[src/logic/uart_rx_pkg.sv]
//////////////////////////////////////////////////////////////////////
// shared types and constants for the serial receiver
// line settings struct, parity and stop-bit codes,
// frame states and oversampling constants
//////////////////////////////////////////////////////////////////////

`default_nettype none

package uart_rx_pkg;

    // widths
    localparam int unsigned PERIOD_W = 16;
    localparam int unsigned DATA_W   = 8;

    // bit window split into 2**SAMPLE_SHIFT slots
    localparam int unsigned SAMPLE_SHIFT  = 3;
    // slot boundaries 1..7 are sampled
    localparam int unsigned SAMPLE_COUNT  = 7;
    // high samples needed for a one
    localparam int unsigned VOTE_MAJORITY = 4;

    // parity codes
    localparam logic [1:0] PARITY_NONE = 2'd0;
    localparam logic [1:0] PARITY_ODD  = 2'd1;
    localparam logic [1:0] PARITY_EVEN = 2'd2;
    // reserved code, always flags an error
    localparam logic [1:0] PARITY_BAD  = 2'd3;

    // stop-bit codes
    localparam logic STOP_ONE = 1'b0;
    localparam logic STOP_TWO = 1'b1;

    typedef logic [DATA_W-1:0] data_t;

    // line settings, 23 bits
    typedef struct packed {
        // clocks per bit, 16 or more
        logic [PERIOD_W-1:0] bit_period;
        // 1 to 8
        logic [3:0]          data_bits;
        logic [1:0]          parity;
        logic                stop_bits;
    } uart_cfg_t;

    // frame states
    typedef enum logic [2:0] {
        ST_IDLE   = 3'd0,
        ST_START  = 3'd1,
        ST_DATA   = 3'd2,
        ST_PARITY = 3'd3,
        ST_STOP   = 3'd4
    } rx_state_t;

endpackage

`default_nettype wire

[src/logic/bit_sampler.sv]
//////////////////////////////////////////////////////////////////////
// receive pin front end
// two-flop synchronizer, start-edge detect and
// majority vote over the samples of one bit window
//////////////////////////////////////////////////////////////////////

`default_nettype none

module bit_sampler (
    input  logic clk,
    input  logic rst,
    input  logic rx_pin,
    input  logic idle,
    input  logic sample_stb,
    input  logic bit_end,
    output logic start_seen,
    output logic bit_value
);
    import uart_rx_pkg::*;

    // synchronizer, line idles high
    logic [1:0] sync_q;
    logic       rx_sync;
    // high samples seen in this window
    logic [2:0] hi_cnt;

    assign rx_sync = sync_q[1];

    always_ff @(posedge clk) begin
        if (rst) begin
            sync_q <= 2'b11;
        end else begin
            sync_q <= {sync_q[0], rx_pin};
        end
    end

    // low line while the frame FSM waits
    assign start_seen = idle && !rx_sync;

    //////////////////////////////////////////////////////////////////////
    // vote
    //////////////////////////////////////////////////////////////////////

    always_ff @(posedge clk) begin
        if (rst) begin
            hi_cnt <= '0;
        end else if (bit_end || idle) begin
            // cleared on the same bit_end that reads it
            hi_cnt <= '0;
        end else if (sample_stb && rx_sync) begin
            hi_cnt <= hi_cnt + 3'd1;
        end
    end

    // only meaningful on bit_end
    assign bit_value = (hi_cnt >= 3'(VOTE_MAJORITY));

    // timer gives at most 7 strobes a window, so the count never wraps
    a_count_bound : assert property (
        @(posedge clk) disable iff (rst)
        (sample_stb && rx_sync && !bit_end && !idle) |-> (hi_cnt < 3'(SAMPLE_COUNT))
    ) else $error("bit_sampler high count exceeds sample count");

endmodule

`default_nettype wire

[src/logic/bit_timer.sv]
//////////////////////////////////////////////////////////////////////
// bit window timer
// sample strobes at the slot boundaries of each bit window,
// end-of-bit strobe on the last clock of the window
//////////////////////////////////////////////////////////////////////

`default_nettype none

module bit_timer (
    input  logic                            clk,
    input  logic                            rst,
    input  logic                            run,
    input  logic [uart_rx_pkg::PERIOD_W-1:0] bit_period,
    output logic                            sample_stb,
    output logic                            bit_end
);
    import uart_rx_pkg::*;

    localparam int unsigned SLOT_W = PERIOD_W - SAMPLE_SHIFT;

    // clocks into the current bit window
    logic [PERIOD_W-1:0] bit_cnt;
    // clocks into the current slot
    logic [SLOT_W-1:0]   slot_cnt;
    // slot boundaries already passed in this window
    logic [2:0]          slot_idx;
    // slot length, bit_period / 8
    logic [SLOT_W-1:0]   slot_len;
    logic                slot_wrap;

    assign slot_len  = bit_period[PERIOD_W-1:SAMPLE_SHIFT];
    assign slot_wrap = (slot_cnt == slot_len - 1'b1);

    // no gating by run here, the reload keeps both strobes quiet
    assign bit_end    = (bit_cnt == bit_period - 1'b1);
    assign sample_stb = slot_wrap && (slot_idx != 3'(SAMPLE_COUNT));

    //////////////////////////////////////////////////////////////////////
    // counters
    //////////////////////////////////////////////////////////////////////

    always_ff @(posedge clk) begin
        if (rst || !run) begin
            bit_cnt  <= '0;
            slot_cnt <= '0;
            slot_idx <= '0;
        end else if (bit_end) begin
            // next window starts fresh
            bit_cnt  <= '0;
            slot_cnt <= '0;
            slot_idx <= '0;
        end else begin
            bit_cnt <= bit_cnt + 1'b1;
            if (slot_wrap) begin
                slot_cnt <= '0;
            end else begin
                slot_cnt <= slot_cnt + 1'b1;
            end
            // holds at 7 when the period is not a multiple of 8
            if (sample_stb) begin
                slot_idx <= slot_idx + 3'd1;
            end
        end
    end

    // strobes stay quiet between frames, relies on bit_period >= 16
    a_quiet_when_stopped : assert property (
        @(posedge clk) disable iff (rst)
        !run |-> !(sample_stb || bit_end)
    ) else $error("bit_timer strobe while run is low");

endmodule

`default_nettype wire

[src/logic/rx_frame_fsm.sv]
//////////////////////////////////////////////////////////////////////
// frame state machine of the receiver
// latches the settings, shifts in data LSB first,
// tracks parity and issues data, ready, error and busy
//////////////////////////////////////////////////////////////////////

`default_nettype none

module rx_frame_fsm (
    input  logic                             clk,
    input  logic                             rst,
    input  uart_rx_pkg::uart_cfg_t           cfg,
    input  logic                             start_seen,
    input  logic                             bit_end,
    input  logic                             bit_value,
    output logic                             idle,
    output logic                             timer_run,
    output logic [uart_rx_pkg::PERIOD_W-1:0] bit_period,
    output uart_rx_pkg::data_t               data,
    output logic                             ready,
    output logic                             error,
    output logic                             busy
);
    import uart_rx_pkg::*;

    rx_state_t  state;
    // settings of the frame in flight
    uart_cfg_t  cfg_q;
    // data bits enter at the top
    data_t      shift_q;
    logic [3:0] bit_cnt;
    logic       stop_cnt;
    // xor of data and parity bits
    logic       parity_q;

    logic       last_data;
    logic       last_stop;
    logic       frame_done;
    logic       parity_err;
    // right shift that aligns the word
    logic [3:0] align_sh;

    assign idle       = (state == ST_IDLE);
    assign timer_run  = (state != ST_IDLE);
    assign bit_period = cfg_q.bit_period;

    assign last_data  = ((bit_cnt + 4'd1) >= cfg_q.data_bits);
    assign last_stop  = (stop_cnt == cfg_q.stop_bits);
    assign frame_done = (state == ST_STOP) && bit_end && last_stop;
    assign align_sh   = 4'(DATA_W) - cfg_q.data_bits;

    // odd parity wants an odd count of ones over data and parity bit
    always_comb begin
        case (cfg_q.parity)
            PARITY_NONE: parity_err = 1'b0;
            PARITY_ODD:  parity_err = !parity_q;
            PARITY_EVEN: parity_err = parity_q;
            default:     parity_err = 1'b1;
        endcase
    end

    //////////////////////////////////////////////////////////////////////
    // settings latch
    //////////////////////////////////////////////////////////////////////

    // zero period keeps the timer quiet after reset
    always_ff @(posedge clk) begin
        if (rst) begin
            cfg_q <= '0;
        end else if (idle && start_seen) begin
            cfg_q <= cfg;
        end
    end

    //////////////////////////////////////////////////////////////////////
    // state machine
    //////////////////////////////////////////////////////////////////////

    always_ff @(posedge clk) begin
        if (rst) begin
            state    <= ST_IDLE;
            bit_cnt  <= '0;
            stop_cnt <= 1'b0;
            parity_q <= 1'b0;
            ready    <= 1'b0;
            error    <= 1'b0;
            busy     <= 1'b0;
        end else begin
            // one-cycle strobes
            ready <= 1'b0;
            error <= 1'b0;
            case (state)
                ST_IDLE: begin
                    if (start_seen) begin
                        state    <= ST_START;
                        busy     <= 1'b1;
                        bit_cnt  <= '0;
                        parity_q <= 1'b0;
                    end
                end
                ST_START: begin
                    if (bit_end) begin
                        if (bit_value) begin
                            // false start when the line went back high
                            state <= ST_IDLE;
                            busy  <= 1'b0;
                        end else begin
                            state <= ST_DATA;
                        end
                    end
                end
                ST_DATA: begin
                    if (bit_end) begin
                        parity_q <= parity_q ^ bit_value;
                        bit_cnt  <= bit_cnt + 4'd1;
                        if (last_data) begin
                            stop_cnt <= 1'b0;
                            if (cfg_q.parity == PARITY_NONE) begin
                                state <= ST_STOP;
                            end else begin
                                state <= ST_PARITY;
                            end
                        end
                    end
                end
                ST_PARITY: begin
                    if (bit_end) begin
                        parity_q <= parity_q ^ bit_value;
                        stop_cnt <= 1'b0;
                        state    <= ST_STOP;
                    end
                end
                ST_STOP: begin
                    // stop level is not checked
                    if (frame_done) begin
                        state <= ST_IDLE;
                        busy  <= 1'b0;
                        ready <= 1'b1;
                        error <= parity_err;
                    end else if (bit_end) begin
                        stop_cnt <= 1'b1;
                    end
                end
                default: begin
                    state <= ST_IDLE;
                    busy  <= 1'b0;
                end
            endcase
        end
    end

    //////////////////////////////////////////////////////////////////////
    // data path
    //////////////////////////////////////////////////////////////////////

    // LSB first so each bit enters at the top
    always_ff @(posedge clk) begin
        if ((state == ST_DATA) && bit_end) begin
            shift_q <= {bit_value, shift_q[DATA_W-1:1]};
        end
    end

    // stale low bits drop out and upper bits fill with zero
    always_ff @(posedge clk) begin
        if (rst) begin
            data <= '0;
        end else if (frame_done) begin
            data <= shift_q >> align_sh;
        end
    end

    // strobes only follow the bit_end of the last stop window
    a_strobe_at_frame_end : assert property (
        @(posedge clk) disable iff (rst)
        (ready || error) |-> $past((state == ST_STOP) && bit_end && last_stop)
    ) else $error("rx_frame_fsm ready or error outside the last stop window");

    // busy register tracks the state register
    a_busy_not_idle : assert property (
        @(posedge clk) disable iff (rst)
        (state == ST_IDLE) |-> !busy
    ) else $error("rx_frame_fsm busy high while idle");

endmodule

`default_nettype wire

[src/logic/uart_rx.sv]
//////////////////////////////////////////////////////////////////////
// serial receiver top level
// bit timer, pin sampler and frame FSM
//////////////////////////////////////////////////////////////////////

`default_nettype none

module uart_rx (
    input  logic                   clk,
    input  logic                   rst,
    input  logic                   rx_pin,
    input  uart_rx_pkg::uart_cfg_t cfg,
    output uart_rx_pkg::data_t     data,
    output logic                   ready,
    output logic                   error,
    output logic                   busy
);
    import uart_rx_pkg::*;

    // sampler to FSM
    logic                start_seen;
    logic                bit_value;
    // FSM to sampler and timer
    logic                idle;
    logic                timer_run;
    logic [PERIOD_W-1:0] bit_period;
    // timer strobes
    logic                sample_stb;
    logic                bit_end;

    bit_timer i_bit_timer (
        .clk        (clk),
        .rst        (rst),
        .run        (timer_run),
        .bit_period (bit_period),
        .sample_stb (sample_stb),
        .bit_end    (bit_end)
    );

    bit_sampler i_bit_sampler (
        .clk        (clk),
        .rst        (rst),
        .rx_pin     (rx_pin),
        .idle       (idle),
        .sample_stb (sample_stb),
        .bit_end    (bit_end),
        .start_seen (start_seen),
        .bit_value  (bit_value)
    );

    rx_frame_fsm i_rx_frame_fsm (
        .clk        (clk),
        .rst        (rst),
        .cfg        (cfg),
        .start_seen (start_seen),
        .bit_end    (bit_end),
        .bit_value  (bit_value),
        .idle       (idle),
        .timer_run  (timer_run),
        .bit_period (bit_period),
        .data       (data),
        .ready      (ready),
        .error      (error),
        .busy       (busy)
    );

endmodule

`default_nettype wire

[config.mk]
export PLATFORM = sky130hd
export DESIGN_NAME = uart_rx
export DESIGN_NICKNAME = d
export VERILOG_FILES = /design/src/logic/uart_rx_pkg.sv /design/src/logic/bit_sampler.sv /design/src/logic/bit_timer.sv /design/src/logic/rx_frame_fsm.sv /design/src/logic/uart_rx.sv
export SDC_FILE = /design/constraint.sdc
export NUM_CORES = 1
export LEC_CHECK = 0
export BUFFER_PORTS_ARGS = -buffer_cell sky130_fd_sc_hd__buf_2
export CORE_MARGIN = 2
export CORE_UTILIZATION = 50
export CTS_CLUSTER_DIAMETER = 200
export DETAILED_ROUTE_END_ITERATION = 10
export PLACE_DENSITY = 0.77
export SETUP_SLACK_MARGIN = 0.4
export SYNTH_ARGS = -nofsm -noshare
export SYNTH_HDL_FRONTEND = slang
export SYNTH_SLANG_ARGS = --single-unit
[constraint.sdc]
create_clock -name clk -period 4.2 [get_ports clk]
set_clock_uncertainty 0.2 [all_clocks]
set_input_delay 0.42 -clock clk [delete_from_list [all_inputs] [get_ports clk]]
set_output_delay 0.42 -clock clk [all_outputs]
set_load 0.02 [all_outputs]
Word level (Yosys, flattened, before mapping):

Cells that the tools add are included.

* add/subtract/negate cells: 8
* multiply operators: 0
* divide/modulo/power cells: 0
* $lt $le $gt $ge: 2
* eq/ne operators: 20
* shift operators: 1
* muxes and demuxes: 28
* bitwise operators: 4
* reduce and logical (&&, ||, !) cells: 29

Operators with widths (count)
* 2-to-1 mux 3 bit: 7
* adder 16 x 1 -> 16 bit, second input constant: 1
* == test 16 bit: 1
* subtractor 16 x 1 -> 16 bit, second input constant: 1
* one-hot mux 3 bit (5 select lines): 1
* adder 13 x 1 -> 13 bit, second input constant: 1
* == test 13 bit: 1
* subtractor 13 x 1 -> 13 bit, second input constant: 1
* 2-to-1 mux 1 bit: 12
* AND reduction 6 bit: 2
* inequality test 2 x 1 -> 1 bit, second input constant: 5
* inequality test 2 bit, second input constant: 5
* 2-to-1 mux 4 bit: 2
* one-hot mux 4 bit (2 select lines): 1
* OR reduction 2 bit: 4
* >> shifter 8 x 4 -> 8 bit: 1
* logical AND 1 bit: 7
* adder 3 x 1 -> 3 bit, second input constant: 2
* == test 3 x 2 -> 1 bit, second input constant: 2
* one-hot mux 1 bit (3 select lines): 2
* AND reduction 3 bit: 2
* nonzero test 3 bit: 2
* OR reduction 3 bit: 2
* AND reduction 5 bit: 1
* 20 further kinds: 26

* register bits after elaboration: 88
* bits in latches: 0
* bits in writable memories: 0
* memory bits (read-only): 0
* input bits: 26
* output and inout port bits: 11
* logic and storage cells: 110
* memories kept: 0

Logic depth before layout (Yosys ltp):

* depth in word-level cells: 6
* mapped depth: 11
* depth with buffers taken out: 9

By module:

Synthesis repeated with hierarchy kept, for this count alone.

* cell total of the unflattened synthesis: 571
* area total of the unflattened synthesis: 5081.1 um2

Modules (own cells, without submodules)
* rx_frame_fsm: times used 1, cells an instance 256, area each 2447.3 um2, sequential area each 1101.1 um2
* bit_timer: times used 1, cells an instance 291, area each 2398.6 um2, sequential area each 640.6 um2
* bit_sampler: times used 1, cells an instance 24, area each 235.2 um2, sequential area each 100.1 um2

Worst setup path before layout:

No wires, ideal clock.

* kind: flip-flop to flip-flop
* start: reg i_rx_frame_fsm.cfg_q, in the netlist i_rx_frame_fsm.bit_period[3]
* end: reg i_rx_frame_fsm.shift_q[0] (enable)
* setup time: 0.370 ns
* data arrival time: 2.961 ns
* required time: 3.630 ns
* path slack: 0.669 ns
* stages on the path, launching flop included: 10
* path buffers: 3
* period minus slack after synthesis: 3.531 ns
* cell sequence: dfxtp_1 > buf_6 > or4_1 > clkbuf_2 > or4_4 > a32oi_2 > a21oi_2 > or4_4 > buf_6 > nor2_1

* longest elaborated chain between the ends: 3

Ends and longest elaborated chain
* start: declaration: RTL line rx_frame_fsm.sv:28 `uart_cfg_t cfg_q;`
* start signal: assignment: RTL line rx_frame_fsm.sv:71 `cfg_q <= cfg;`
* subtractor 16 x 1 -> 16 bit: RTL line bit_timer.sv:35 `assign bit_end = (bit_cnt == bit_period - 1'b1);`
* == test 16 bit: RTL line bit_timer.sv:35
* logical AND 1 bit: RTL line rx_frame_fsm.sv:158 `if ((state == ST_DATA) && bit_end) begin`
* end signal: assignment: RTL line rx_frame_fsm.sv:159 `shift_q <= {bit_value, shift_q[DATA_W-1:1]};`
* end: declaration: RTL line rx_frame_fsm.sv:30 `data_t shift_q;`

Every way passes these cells.
A chain may end at the register's enable or synchronous reset.

Final worst setup path:

* start: reg i_rx_frame_fsm.cfg_q, in the netlist i_rx_frame_fsm.bit_period[3]
* end: reg i_rx_frame_fsm.data[6]

* longest elaborated chain between the ends: 4

Ends and longest elaborated chain
* subtractor 16 x 1 -> 16 bit: RTL line bit_timer.sv:35
* == test 16 bit: RTL line bit_timer.sv:35
* logical AND 1 bit (2 in a row): RTL line rx_frame_fsm.sv:49 `assign frame_done = (state == ST_STOP) && bit_end && last_stop;`
* end signal: assignment: RTL line rx_frame_fsm.sv:168 `data <= shift_q >> align_sh;`
* end: declaration: RTL line rx_frame_fsm.sv:19 `output uart_rx_pkg::data_t data,`

Every way passes these cells.

==> results.sh <==
export IMPL_met1_usage_pct=28.3
export IMPL_synth_area_top_cells="dfxtp_1 (33%), xnor2_1 (7.2%), edfxtp_1 (5.0%)"
export IMPL_min_period_ps=3620
export IMPL_holdCritPathClass="input port to register"
export IMPL_syn_area_mm2=0.00483
export IMPL_grt_max_degree=38
export IMPL_critPathTopFamily="simple AND/OR/NAND/NOR gates"
export IMPL_grt_total_usage_pct=21.5
export IMPL_cap_viol_max_count=0
export IMPL_postCtsSetupRepairBufs=0
export IMPL_yosysSeqAreaShare_pct=38.1
export IMPL_num_antenna_cells=0
export IMPL_rows=35
export IMPL_clk_pin_slew_ps=100
export IMPL_power_uw=1680
export IMPL_finalMaxSlewViolations=0
export IMPL_gp_congestion=0.878
export IMPL_synth_edff_count=8
export IMPL_grt_pass1_vias=3841
export IMPL_grt_antenna_before_repair=0
export IMPL_dr_first_iter_drc_count=230
export IMPL_synth_fp_nets=607
export IMPL_cp_arrival_ps=3690
export IMPL_yosys_area_top_type="dfxtp_1"
export IMPL_h_tree_depth=3
export IMPL_cp_num_buf_inv=0
export IMPL_slew_headroom_pct=44.2
export IMPL_setup_viol_count_final=0
export IMPL_hpwl_um=7850
export IMPL_port_buffers=36
export IMPL_peakVddDrop_mv=0.201
export IMPL_clockBufferDepth=2
export IMPL_cts_buffers=9
export IMPL_top_usage_layer="met2"
export IMPL_cts_tree="yes"
export IMPL_final_setup_tns_ps=0
export IMPL_clkLatencyLatePin_ps=360
export IMPL_synth_cell_types=64
export IMPL_worstMarginPinSlew_ps=830
export IMPL_die_area_mm2=0.0105
export IMPL_whs_ps=29.3
export IMPL_path_class="register to register"
export IMPL_met3_usage_pct=3.01
export IMPL_cts_sinks=88
export IMPL_setup_worst_path_start_class="register"
export IMPL_grt_overflow_total=0
export IMPL_post_route_cells_drive_above_1_share_pct=14.4
export IMPL_vias_per_cell=5.79
export IMPL_grt_pass1_wl_um=17800
export IMPL_avgSynthCellArea_um2=8.53
export IMPL_grtUsageMet2_pct=35.4
export IMPL_root_buffer="clkbuf_8"
export IMPL_initial_utilization_pct=51.8
export IMPL_rsz0062_at_grt="no"
export IMPL_ys_ff_latch=88
export IMPL_wirelength_um=10800
export IMPL_p_per_area_mw_per_mm2=318
export IMPL_place_ws_ps=484
export IMPL_syn_to_final_growth_pct=9.58
export IMPL_ios=37
export IMPL_ys_top_cells_by_count="dfxtp_1 (80), nand2_1 (63), nor2_1 (54), xnor2_1 (40), a21oi_1 (39)"
export IMPL_crit_slowest_cell="or4_1"
export IMPL_max_freq_mhz=276
export IMPL_timing_final_crit_share_pct=86.3
export IMPL_routedWlPerCell_um=15.0
export IMPL_cts_resized=0
export IMPL_critPathMaxFanout=8
export IMPL_drt_pre_antenna_iters=5
export IMPL_crit_required_ps=4260
export IMPL_drc=0
export IMPL_outcome="completed"
export IMPL_coreArea_mm2=0.00933
export IMPL_post_synth_top_count_cell="dfxtp_1"
export IMPL_leakage_uw=0.00195
export IMPL_synth_top_area_share_pct=33.1
export IMPL_worst_slack_ps=577
export IMPL_hold_buffers=0
export IMPL_critical_path_max_stage_delay_ps=690
export IMPL_synthCells=567
export IMPL_fp_dieW_um=102
export IMPL_num_vias=4172
export IMPL_synthArstFlopShare_pct=0
export IMPL_ant_nets=0
export IMPL_nets=626
export IMPL_critical_path_endpoint_type="register"
export IMPL_hold_violations=0
export IMPL_worstPathCellList="or4_1 > or4_4 > a32oi_2 > a21oi_2 > nor4_1 > a41oi_1 > a22o_1"
export IMPL_yosys_warnings=0
export IMPL_die_h_um=102
export IMPL_synth_flop_cell="dfxtp_1"
logic make-up after synthesis:
logic type,count (synthesis),share of synthesized area (%)
AO/OA/AOI/OAI,108,15.2
buffers and inverters,56,4.79
AND/OR/NAND/NOR,224,23.1
flip-flops,88,38.1
adder cells (fa/ha/maj),14,3.62
multiplexers,13,3.52
XOR/XNOR,64,11.6
layout make-up:
type                            instances  area [µm²]
Timing Repair Buffer                   44         240
Multi-Input combinational cell        423        2780
Sequential cell                        88        1840
Clock buffer                            9         124
Fill cell                             835        4030
Clock inverter                          7        78.8
Inverter                               20        75.1
Tap cell                              129         161
placed cells by master (no fill, tap or decap), types with 3 or more instances in the layout:
cell type,Yosys,layout
clkbuf_8,0,9
nand4_1,6,6
a211oi_1,5,5
nor4_1,10,9
and2_1,4,4
xnor2_1,40,40
edfxtp_1,8,8
o31ai_1,3,3
mux2i_1,8,8
clkinv_4,0,3
or3_1,4,4
buf_4,0,8
o2bb2ai_1,4,4
o211ai_1,4,4
a22o_1,4,4
nor2_1,54,53
nor2b_1,4,4
o21ai_0,10,10
a21o_1,3,3
nand2b_1,8,8
nor3_1,11,11
a21oi_1,39,39
a31oi_1,6,6
buf_2,4,36
mux4_2,3,3
or2_2,3,3
nand2_1,63,63
xor2_1,24,24
inv_1,20,20
a31o_2,5,5
dfxtp_1,80,80
nand3_1,24,24
and3_1,16,16
or4_1,4,4
ha_1,14,14
metal layers:
metal,routed length [µm],up-vias
met5,0,-
met2,5150,125
li1,-,2031
met4,233,0
met3,485,18
met1,4930,1998
worst paths after layout:
kind,depth (start not counted),end,slack [ps],startpoint
min,2,i_bit_sampler.sync_q[0]$_SDFF_PP1_,30,rx_pin
max reg2reg,7,i_rx_frame_fsm.data[6]$_SDFFE_PP0P_,580,i_rx_frame_fsm.bit_period[3]$_SDFFE_PP0P_
min reg2reg,1,i_bit_sampler.sync_q[1]$_SDFF_PP1_,220,i_bit_sampler.sync_q[0]$_SDFF_PP1_
max,7,i_rx_frame_fsm.data[6]$_SDFFE_PP0P_,580,i_rx_frame_fsm.bit_period[3]$_SDFFE_PP0P_
state kept, by name (all words and copies together), names as in the netlist, 2 cells and up:
| name | flops |
|---|---|
| i_bit_sampler.sync_q | 2 |
| i_bit_timer.slot_idx | 3 |
| i_rx_frame_fsm.data | 8 |
| i_rx_frame_fsm.bit_period | 16 |
| i_bit_timer.bit_cnt | 16 |
| i_rx_frame_fsm.state | 3 |
| i_rx_frame_fsm.shift_q | 8 |
| i_bit_timer.slot_cnt | 13 |
| i_rx_frame_fsm.cfg_q | 7 |
| i_rx_frame_fsm.bit_cnt | 4 |
| i_bit_sampler.hi_cnt | 3 |
worst reg2reg max path, stage by stage (launching register included):
cell and delay, ps:
dfxtp_1 400, or4_1 700, or4_4 560, a32oi_2 230, a21oi_2 120, nor4_1 480
a41oi_1 470, a22o_1 360
per-stage QoR:
stage	instances	area (µm²)	utilization [%]
floorplan	567	4830	-
global placement	704	5090	54.5
detailed placement	704	5090	54.5
CTS	720	5290	56.7
global route	720	5300	56.8
finish	720	5300	56.8
power by group:
| part | total (µW) | internal [µW] | switching [µW] | leakage [µW] |
|---|---|---|---|---|
| sequential | 877 | 855 | 22.1 | 0.000719 |
| combinational | 206 | 91.2 | 115 | 0.00113 |
| clock | 600 | 281 | 319 | 0.000104 |
| total | 1680 | 1230 | 456 | 0.00195 |
(Power assumes the default switching activity.)
